[src/fifo_geom_pkg.sv]
package fifo_geom_pkg;

  // port widths
  localparam int W_DATA_W = 32;
  localparam int R_DATA_W = 8;

  // bytes carried by one write word
  localparam int RATIO = W_DATA_W / R_DATA_W;

  // capacity, counted in read-side units
  localparam int DEPTH_B = 64;

  // level must reach DEPTH_B itself, hence the extra bit
  localparam int LEVEL_W = $clog2(DEPTH_B) + 1;

  // write side word
  typedef logic [W_DATA_W-1:0] w_word_t;

  // read side byte
  typedef logic [R_DATA_W-1:0] r_byte_t;

  // fill level in bytes, 0 .. DEPTH_B
  typedef logic [LEVEL_W-1:0] level_t;

endpackage

[src/fifo_mem_pkg.sv]
package fifo_mem_pkg;

  // one byte lane per bank
  localparam int N_BANKS = 4;
  localparam int LANE_W = $clog2(N_BANKS);

  // rows per bank, one row holds one write word
  localparam int BANK_AW = 4;

  // full byte address on the read side
  localparam int RD_AW = BANK_AW + LANE_W;

  typedef logic [BANK_AW-1:0] bank_addr_t;  // row index
  typedef logic [LANE_W-1:0] lane_t;  // bank index
  typedef logic [RD_AW-1:0] rd_addr_t;  // {row, lane}

endpackage

[src/fifo_asym_top.sv]
`timescale 1ns/10ps

module fifo_asym_top
  import fifo_geom_pkg::*;
  import fifo_mem_pkg::*;
(
  input  logic    clk_i,
  input  logic    rst_n_i,
  input  logic    w_en_i,
  input  w_word_t w_data_i,
  input  logic    r_en_i,
  output r_byte_t r_data_o,
  output logic    r_empty_o,
  output logic    w_full_o,
  output level_t  level_o
);

  // accepted strobes
  logic w_acc;
  logic r_acc;

  // bank write side
  logic       bank_we;
  bank_addr_t bank_waddr;
  w_word_t    bank_wdata;

  // bank read side
  logic       bank_re;
  bank_addr_t bank_raddr;
  w_word_t    bank_rdata;

  fifo_write_ctrl i_fifo_write_ctrl (
    .clk_i        (clk_i),
    .rst_n_i      (rst_n_i),
    .w_en_i       (w_en_i),
    .w_full_i     (w_full_o),
    .w_data_i     (w_data_i),
    .w_acc_o      (w_acc),
    .bank_we_o    (bank_we),
    .bank_waddr_o (bank_waddr),
    .bank_wdata_o (bank_wdata)
  );

  fifo_read_ctrl i_fifo_read_ctrl (
    .clk_i        (clk_i),
    .rst_n_i      (rst_n_i),
    .r_en_i       (r_en_i),
    .r_empty_i    (r_empty_o),
    .bank_rdata_i (bank_rdata),
    .r_acc_o      (r_acc),
    .bank_re_o    (bank_re),
    .bank_raddr_o (bank_raddr),
    .r_data_o     (r_data_o)
  );

  fifo_level_ctrl i_fifo_level_ctrl (
    .clk_i     (clk_i),
    .rst_n_i   (rst_n_i),
    .w_acc_i   (w_acc),
    .r_acc_i   (r_acc),
    .level_o   (level_o),
    .r_empty_o (r_empty_o),
    .w_full_o  (w_full_o)
  );

  fifo_bank_ram i_fifo_bank_ram (
    .clk_i   (clk_i),
    .we_i    (bank_we),
    .waddr_i (bank_waddr),
    .wdata_i (bank_wdata),
    .re_i    (bank_re),
    .raddr_i (bank_raddr),
    .rdata_o (bank_rdata)
  );

endmodule

[src/fifo_bank_ram.sv]
`timescale 1ns/10ps

module fifo_bank_ram
  import fifo_geom_pkg::*;
  import fifo_mem_pkg::*;
(
  input  logic       clk_i,
  input  logic       we_i,
  input  bank_addr_t waddr_i,
  input  w_word_t    wdata_i,
  input  logic       re_i,
  input  bank_addr_t raddr_i,
  output w_word_t    rdata_o
);

  // bank k holds byte lane k of every stored word
  r_byte_t mem_q [N_BANKS][2**BANK_AW];
  w_word_t rdata_q;

  // whole word lands in one row across all banks
  always_ff @(posedge clk_i) begin
    if (we_i) begin
      for (int k = 0; k < N_BANKS; k++) begin
        mem_q[k][waddr_i] <= wdata_i[k*R_DATA_W +: R_DATA_W];
      end
    end
  end

  // all banks read at once, lane picked by the reader
  always_ff @(posedge clk_i) begin
    if (re_i) begin
      for (int k = 0; k < N_BANKS; k++) begin
        rdata_q[k*R_DATA_W +: R_DATA_W] <= mem_q[k][raddr_i];
      end
    end
  end

  assign rdata_o = rdata_q;

endmodule

[src/fifo_level_ctrl.sv]
`timescale 1ns/10ps

module fifo_level_ctrl
  import fifo_geom_pkg::*;
(
  input  logic   clk_i,
  input  logic   rst_n_i,
  input  logic   w_acc_i,
  input  logic   r_acc_i,
  output level_t level_o,
  output logic   r_empty_o,
  output logic   w_full_o
);

  level_t level_q;
  level_t level_nxt;
  logic   empty_nxt;
  logic   full_nxt;
  logic   empty_q;
  logic   full_q;

  // a write brings a whole word, a read takes one byte
  always_comb begin
    level_nxt = level_q;
    if (w_acc_i && !r_acc_i) begin
      level_nxt = level_t'(level_q + RATIO);
    end else if (w_acc_i && r_acc_i) begin
      level_nxt = level_t'(level_q + RATIO - 1);  // net +3
    end else if (r_acc_i) begin
      level_nxt = level_t'(level_q - 1'b1);
    end
  end

  // flags follow the next level so they line up with level_o
  assign empty_nxt = level_nxt < level_t'(1);
  assign full_nxt  = level_nxt > level_t'(DEPTH_B - RATIO);  // no room for a word

  always_ff @(posedge clk_i or negedge rst_n_i) begin
    if (!rst_n_i) begin
      level_q <= '0;
      empty_q <= 1'b1;
      full_q  <= 1'b0;
    end else begin
      level_q <= level_nxt;
      empty_q <= empty_nxt;
      full_q  <= full_nxt;
    end
  end

  assign level_o   = level_q;
  assign r_empty_o = empty_q;
  assign w_full_o  = full_q;

  a_level_in_range: assert property (
    @(posedge clk_i) disable iff (!rst_n_i)
    level_q <= level_t'(DEPTH_B)
  ) else $error("level above depth: %0d", level_q);

  a_flags_exclusive: assert property (
    @(posedge clk_i) disable iff (!rst_n_i)
    !(empty_q && full_q)
  ) else $error("full and empty both set");

endmodule

[src/fifo_read_ctrl.sv]
`timescale 1ns/10ps

module fifo_read_ctrl
  import fifo_geom_pkg::*;
  import fifo_mem_pkg::*;
(
  input  logic       clk_i,
  input  logic       rst_n_i,
  input  logic       r_en_i,
  input  logic       r_empty_i,
  input  w_word_t    bank_rdata_i,
  output logic       r_acc_o,
  output logic       bank_re_o,
  output bank_addr_t bank_raddr_o,
  output r_byte_t    r_data_o
);

  rd_addr_t raddr_q;    // next byte to return
  lane_t    lane_q;     // lane of the read in flight
  logic     pend_q;     // bank word valid this cycle
  r_byte_t  rdata_q;
  r_byte_t  lane_byte;

  // request while empty is dropped
  assign r_acc_o = r_en_i & ~r_empty_i;

  always_ff @(posedge clk_i or negedge rst_n_i) begin
    if (!rst_n_i) begin
      raddr_q <= '0;
    end else if (r_acc_o) begin
      raddr_q <= rd_addr_t'(raddr_q + 1'b1);
    end
  end

  // row goes to the banks now, lane is kept for the next cycle
  assign bank_re_o    = r_acc_o;
  assign bank_raddr_o = raddr_q[RD_AW-1:LANE_W];

  always_ff @(posedge clk_i or negedge rst_n_i) begin
    if (!rst_n_i) begin
      pend_q <= 1'b0;
      lane_q <= '0;
    end else begin
      pend_q <= r_acc_o;
      if (r_acc_o) lane_q <= raddr_q[LANE_W-1:0];
    end
  end

  always_comb begin
    lane_byte = '0;
    for (int k = 0; k < N_BANKS; k++) begin
      if (lane_t'(k) == lane_q) lane_byte = bank_rdata_i[k*R_DATA_W +: R_DATA_W];
    end
  end

  // output holds until the next read lands
  always_ff @(posedge clk_i or negedge rst_n_i) begin
    if (!rst_n_i) begin
      rdata_q <= '0;
    end else if (pend_q) begin
      rdata_q <= lane_byte;
    end
  end

  assign r_data_o = rdata_q;

  // a read attempt on an empty FIFO moves nothing and launches nothing
  a_no_read_when_empty: assert property (
    @(posedge clk_i) disable iff (!rst_n_i)
    (r_en_i && r_empty_i) |=> ($stable(raddr_q) && !pend_q)
  ) else $error("read accepted while empty");

endmodule

[src/fifo_write_ctrl.sv]
`timescale 1ns/10ps

module fifo_write_ctrl
  import fifo_geom_pkg::*;
  import fifo_mem_pkg::*;
(
  input  logic       clk_i,
  input  logic       rst_n_i,
  input  logic       w_en_i,
  input  logic       w_full_i,
  input  w_word_t    w_data_i,
  output logic       w_acc_o,
  output logic       bank_we_o,
  output bank_addr_t bank_waddr_o,
  output w_word_t    bank_wdata_o
);

  bank_addr_t waddr_q;  // next row to fill

  // request while full is dropped
  assign w_acc_o = w_en_i & ~w_full_i;

  // row counter, wraps at the bank depth
  always_ff @(posedge clk_i or negedge rst_n_i) begin
    if (!rst_n_i) begin
      waddr_q <= '0;
    end else if (w_acc_o) begin
      waddr_q <= bank_addr_t'(waddr_q + 1'b1);
    end
  end

  assign bank_we_o    = w_acc_o;
  assign bank_waddr_o = waddr_q;
  assign bank_wdata_o = w_data_i;  // lanes split inside the banks

  // a write attempt against a full FIFO must leave the row pointer alone
  a_no_write_when_full: assert property (
    @(posedge clk_i) disable iff (!rst_n_i)
    (w_en_i && w_full_i) |=> $stable(waddr_q)
  ) else $error("write accepted while full");

endmodule

[config.mk]
export PLATFORM = sky130hd
export DESIGN_NAME = fifo_asym_top
export DESIGN_NICKNAME = d
export VERILOG_FILES = /design/src/fifo_geom_pkg.sv /design/src/fifo_mem_pkg.sv /design/src/fifo_asym_top.sv /design/src/fifo_bank_ram.sv /design/src/fifo_level_ctrl.sv /design/src/fifo_read_ctrl.sv /design/src/fifo_write_ctrl.sv
export SDC_FILE = /design/constraint.sdc
export NUM_CORES = 1
export LEC_CHECK = 0
export ABC_CLOCK_PERIOD_IN_PS = 7270
export BUFFER_PORTS_ARGS = -buffer_cell sky130_fd_sc_hd__buf_4
export CAP_MARGIN = 5
export CORE_ASPECT_RATIO = 2
export CORE_MARGIN = 2
export CORE_UTILIZATION = 45
export CTS_CLUSTER_SIZE = 14
export DETAILED_ROUTE_END_ITERATION = 6
export GPL_ROUTABILITY_DRIVEN = 0
export PLACE_DENSITY = 0.61
export SLEW_MARGIN = 20
export SYNTH_ARGS = -nofsm -noshare
export SYNTH_HDL_FRONTEND = slang
export SYNTH_SLANG_ARGS = --single-unit
[constraint.sdc]
create_clock -name clk_i -period 7.27 [get_ports clk_i]
set_input_delay 0 -clock clk_i [delete_from_list [all_inputs] [get_ports clk_i]]
set_output_delay 0 -clock clk_i [all_outputs]
set_load 0.01 [all_outputs]
==> results of run 1 <==
[per-layer routing]
layer / up-vias / global-route usage (%) / share of wire, %
met5: - / 0 / 0
met4: 0 / 7.58 / 3.4
li1: 4111 / - / -
met1: 5405 / 23.8 / 38
met2: 279 / 36.2 / 55
met3: 79 / 2.27 / 4.2
[worst reg2reg max path, stage by stage, from the launching register on]
cell and delay, ns:
dfrtp_4 0.66, buf_4 0.62, buf_4 0.73, mux4_2 0.64
mux4_2 0.49
[cell families after synthesis]
group / Yosys count / share of synthesized area, %
AOI/OAI and AO/OA: 19 / 0.767
xor gates and xnor gates: 12 / 0.478
adders and majority gates: 9 / 0.512
buffers and inverters: 60 / 1.18
DFF: 574 / 77.6
muxes: 178 / 17.7
and+or+nand+nor: 67 / 1.72
[Yosys cell counts, types with 6 or more instances]
cell type  count  share of area (%)
buf_1         11               0.19
buf_2          9               0.20
clkbuf_1      26               0.44
dfrtp_1       29                3.3
edfxtp_1     544                 74
ha_1           9               0.51
inv_1         10               0.17
mux2_2         8               0.41
mux4_2       168                 17
nand2_1       21               0.36
nor2_1        13               0.22
nor3_1         6               0.14
xnor2_1       11               0.44
[layout make-up]
type | count | share of cell area (%)
clock buffer | 70 | 5.26
clock inverter | 7 | 0.170
inverter | 11 | 0.165
multi-input combinational | 285 | 19.1
sequential | 574 | 68.3
tap | 638 | 3.19
timing repair buffer | 113 | 3.80
[sequential cells by signal (all words and copies together), names as in the netlist, 2 cells and up]
name and count:
i_fifo_read_ctrl.lane_q 2, i_fifo_level_ctrl.level_o 7, i_fifo_read_ctrl.raddr_q 6, i_fifo_read_ctrl.r_data_o 8, i_fifo_bank_ram.mem_q 512, i_fifo_bank_ram.rdata_o 32, i_fifo_write_ctrl.bank_waddr_o 4
[metrics by stage]
| step | instance area (um2) | utilization, % | power, mW | hold WS (ns) |
|---|---|---|---|---|
| global placement | 23300 | 48.1 | 6.75 | -0.0374 |
| finish | 25000 | 51.7 | 9.02 | 0.259 |
| global route | 25000 | 51.7 | 9.41 | 0.263 |
| detailed placement | 23300 | 48.1 | 6.79 | -0.0356 |
| floorplan | 22000 | - | 6.02 | -0.296 |
| CTS | 25000 | 51.7 | 9.14 | 0.237 |
[worst min path at each step]
stage | to | startpoint | slack, ns | depth (start not counted)
final | i_fifo_bank_ram.mem_q[3][29] | w_data_i[29] | 0.26 | 2
after CTS | i_fifo_bank_ram.mem_q[3][76] | w_data_i[28] | 0.24 | 2
after global routing | i_fifo_bank_ram.mem_q[2][6] | w_data_i[22] | 0.26 | 2
after detailed placement | i_fifo_level_ctrl.level_o[5] | rst_n_i | -0.04 | 1
after floorplan | i_fifo_level_ctrl.level_o[0] | rst_n_i | -0.30 | 0
after global placement | i_fifo_write_ctrl.bank_waddr_o[0] | rst_n_i | -0.04 | 1
[what timing repair did]
action | 4_1_cts | 5_1_grt
hold endpoints to repair | 548 | 0
setup buffers | 0 | 0
hold buffers | 37 | 0
[where the power goes]
group / switching, mW / internal (mW) / total (mW)
combinational: 1.06 / 1.22 / 2.28
sequential: 0.344 / 4.05 / 4.39
clock: 1.09 / 1.25 / 2.34
==> impl_results.md, run 1 <==
- Final Skew: 0.0124 ns
- Diodes inserted: 0
- Clock Root Buffer: clkbuf_16
- Delay-heaviest family, CP: buffers and inverters
- DR vias/cell: between 5 and 6
- Async SR Flop Fraction: ~5.2%
- CTS H-tree depth: 2
- WL per Instance: 28.5 um
- CP endpoint: i_fifo_bank_ram.rdata_o[22]
- Top Ports: 53
- Flip-flop and latch area: 17100 um2
- Placeable Area: a little under 50000 um2
- Leakage: roughly 8 nW
- Slowest stage cell, crit path: buf_4
- Mapped Cells: 919
- R2R depth: 4
- Hpwl dp: 25000 um
- Worst R2R Start: i_fifo_read_ctrl.raddr_q[2]
- Crit path launch: i_fifo_read_ctrl.raddr_q[2]
- Reg2reg end: i_fifo_bank_ram.rdata_o[22]
- Crit path depth: 4
- Vias in the first global route: 10.7k
- Mapped Avg Cell Area: 23.9 um2
- Ys Warns: 0
- Setup ws final: around 3.9 ns
- Seq/Total Area, Yosys: 77.6%
- Layout Cells excl Fill: 1698
- Minimum clock period: between 3 and 4 ns
- Crit share post-route: 46.6%
- Biggest cell delay along the critical path: 0.71 ns
- Pre-CTS WS: 3.79 ns
- Clock sinks: 574
- Max Freq: 295 MHz
- FILL cells: 3673
- Required time worst endpoint: ~7.6 ns
- Area growth, synth to finish: 13.7%
- Clk Latency, worst-skew pair: 0.58 ns
- CP bufs+invs: 2
- GRT Total Usage: between 10% and 20%
- DR iter-0 viols: 899
- Most common cell after layout, fill and taps aside: edfxtp_1
- Hold Path Class: in2reg
- Rows: 114
- Status: finished clean
- VDD IR max: 0.171 mV
- Layout Nets: 1078
- Slew Limit Fails: 0
- Die ar.: 50800 um2
- Initial Util: 45.5%
- Setup_tns: 0 ns
- Die Height: 317 um
- CP Launch Type: flop
- Post-cts sizing count: 0
- Drt first pass iters: 5
- CP endpoint kind: flop
- Layout cells sized above 1: 32.1%
- Max clock buf depth: 3
- R2R Setup Slk: roughly 3.9 ns
- Worst-margin pin slew: 0.994 ns
- Synth cell types: 52
- GR Overflow Total: 0
- CTS tree: built
- Seq cells post-synth: 574
- Placed instance count: 1584
- Unrepaired setup endpoints after global routing: false
- TritonCTS Buffers: 48
- Hold Vio Cnt, Final: 0
- Drt drc: 0
- Initial antenna violation count: 0
- Final number of setup-violating endpoints: 0
- Post-synth EDFFs: 544
- Most frequent cells in the layout: edfxtp_1, mux4_2, buf_4
- DIE WIDTH: 160 um
- Post-Syn Area: 22000 um2
- Primary FF master, synth: edfxtp_1
- Port Buffers: 52
- Max Cap Viol: 0
- Worst setup path class: reg2reg
- Reg clk slew, reported paths: 0.07 ns
- Final WL: 48400 um
- Slew headroom: 33.8%
- First-pass GRT wire length: 71200 um
- Power Density: 360 nW/um2
- Via count: ~9.9k
- Area of the multi-input gates: 4770 um2
- Net count after synthesis: 964
- Pin count of the biggest net entering global routing: 59
- Antenna Violating Nets Remaining: 0
- Worst path cell trace: buf_4 > buf_4 > mux4_2 > mux4_2
- Worst path arrival time: about 3.7 ns
- CP Max Fanout: 38
Power figures use the tool's default switching activity.
==> run 2: changes to the inputs <==
- ABC_CLOCK_PERIOD_IN_PS: 7270 -> 3550
- clock period: 7.27 -> 3.55 ns (I/O delays scaled with it)
==> run 2 against run 1 <==
  * Final cell count up 0.77%
  * Final area up 0.92%
  * Die area unchanged
  * Global-route usage up 0.90 points
  * Sequential power up 110%
  * Largest power group unchanged
  * Setup slack worse by 3.0 ns
==> impl_results.md, run 2 (synthesis results as in run 1) <==
- Pint: 13.5 mW
- TritonCTS Buffers: 49
- Reg clk slew, reported paths: 0.06 ns
- GRT busiest layer: met2
- Required time worst endpoint: approximately 4 ns
- Most common cell after layout, fill and taps aside: edfxtp_1
- VDD IR max: roughly 0.44 mV
- FILL cells: 3725
- Clk Latency, worst-skew pair: roughly 0.57 ns
- Leakage: between 7 and 8 nW
- CP Launch Type: flop
- DIE WIDTH: 160 um
- CTS tree: built
- Final number of setup-violating endpoints: 0
- Drt drc: 0
- Unrepaired setup endpoints after global routing: false
- Worst-margin pin slew: 1.13 ns
- Clock sinks: 574
- Die ar.: between 50000 and 60000 um2
- Hold Vio Cnt, Final: 0
- Slew Limit Fails: 0
- Met1 Resource Use GR: 24.9%
- Setup_tns: 0 ns
- Final Skew: between 0.015 and 0.02 ns
- Max clock buf depth: 3
- Clock power frac: 25.6%
- Sw Ratio: between 20% and 30%
- Seq pwr share: 47.8%
- Slew headroom: 24.6%
- Layout Nets: 1085
- Port Buffers: 52
- Die Height: 317 um
- Met2 Usage GRT: 37.5%
- Initial Util: 45.5%
- Rows: 114
- WL per Instance: 29.9 um
- Post-cts sizing count: 0
- Minimum clock period: 2.63 ns
- Layout cells sized above 1: 32.5%
- Via count: 9985
- CTS H-tree depth: 2
- Most flops, register: i_fifo_bank_ram.mem_q
- Worst path arrival time: 3.10 ns
- Hold Path Class: in2reg
- Max Freq: approximately 380 MHz
- Antenna Violating Nets Remaining: 0
- Pin count of the biggest net entering global routing: 54
- CP Max Fanout: 8
- Hold-fix buffer count after cts: 37
- Met3 Resource Use GR: 2.13%
- GR Overflow Total: 0
- Drt first pass iters: 7
- DR vias/cell: roughly 5.8
- Post-CTS Setup Bufs: 0
- Placeable Area: about 48000 um2
- Initial antenna violation count: 1
- Vias in the first global route: between 10k and 15k
- Post-route cell area: 25200 um2
- Power Density: ~750 nW/um2
- GRT Total Usage: 20.6%
- Hpwl dp: 31900 um
- Combinational group share of total power: 26.7%
- Crit share post-route: around 74%
- Placed Area: roughly 23000 um2
- P_sw: about 5.5 mW
- Max reg flops: 512
- Area growth, synth to finish: 14.7%
- Most frequent cells in the layout: edfxtp_1, mux4_2, buf_4
- DR iter-0 viols: between 900 and 1k
- Top Ports: 53
- First-pass GRT wire length: 74000 um
- Clock Root Buffer: clkbuf_16
- Max Cap Viol: 0
- CP endpoint kind: flop
- Design Power: 19.0 mW
- Status: finished clean
- Worst setup path class: reg2reg
- Final WL: 51200 um
==> run 2: changes by cell type in the layout (fill, tap and decap cells not counted), sizes merged <==
cell    delta
buf        +6
clkbuf     +5
clkinv     +2
diode      +1
inv        -1
==> run 2: power by group through the flow <==
stage	registers (mW)	clock network, mW	logic [mW]
after floorplan	8.65	0	3.68
after global placement	9.25	0	5.10
after detailed placement	9.27	0	5.17
after CTS	9.13	4.97	5.22
after global routing	9.18	5.22	5.39
final	9.09	4.86	5.07
==> run 2: final timing paths <==
check                                             start                            to  slack, ns  depth (start not counted)
max                        i_fifo_level_ctrl.level_o[2]    i_fifo_level_ctrl.w_full_o       0.92                          7
min                                         w_data_i[9]  i_fifo_bank_ram.mem_q[1][81]       0.29                          2
max reg2reg                i_fifo_level_ctrl.level_o[2]    i_fifo_level_ctrl.w_full_o       0.92                          7
min reg2reg                i_fifo_read_ctrl.r_data_o[1]  i_fifo_read_ctrl.r_data_o[1]       0.52                          1
max in group asynchronous                       rst_n_i   i_fifo_read_ctrl.raddr_q[5]       2.85                          4
min in group asynchronous                       rst_n_i   i_fifo_level_ctrl.r_empty_o       0.50                          3
==> run 2: routing by layer <==
metal	part of all wire, %	up-vias
li1	-	4131
met1	37	5440
met2	55	326
met3	4.4	86
met4	4.4	2
met5	0.025	-
==> run 2: per-stage QoR <==
step | worst slack (ns) | std cells | hold WS, ns | util (%)
2_1_floorplan | 0.506 | 919 | -0.296 | -
3_3_place_gp | 0.983 | 1590 | -0.0329 | 48.6
3_5_place_dp | 0.930 | 1590 | -0.0294 | 48.6
4_1_cts | 0.908 | 1710 | 0.267 | 52.2
5_1_grt | 0.773 | 1710 | 0.296 | 52.2
6_report | 0.924 | 1711 | 0.293 | 52.2
==> run 2: critical path: stages (launching register included) <==
cell and delay [ns]:
dfrtp_1 0.49, inv_1 0.16, ha_1 0.37, or4bb_1 0.51, o221a_2 0.30, a2111oi_4 0.36, nor3_2 0.10, o31ai_2 0.25
==> run 2: area by class of cell <==
cell class,count,area [um2],area share [%]
flip-flops and latches,574,17100,67.7
multi-input cells,285,4800,19.0
clock buffers,75,1330,5.28
repair buffers,119,1130,4.49
well taps,638,798,3.16
clock inverters,8,43.8,0.173
inverters,11,41.3,0.164
diodes,1,2.50,0.00991
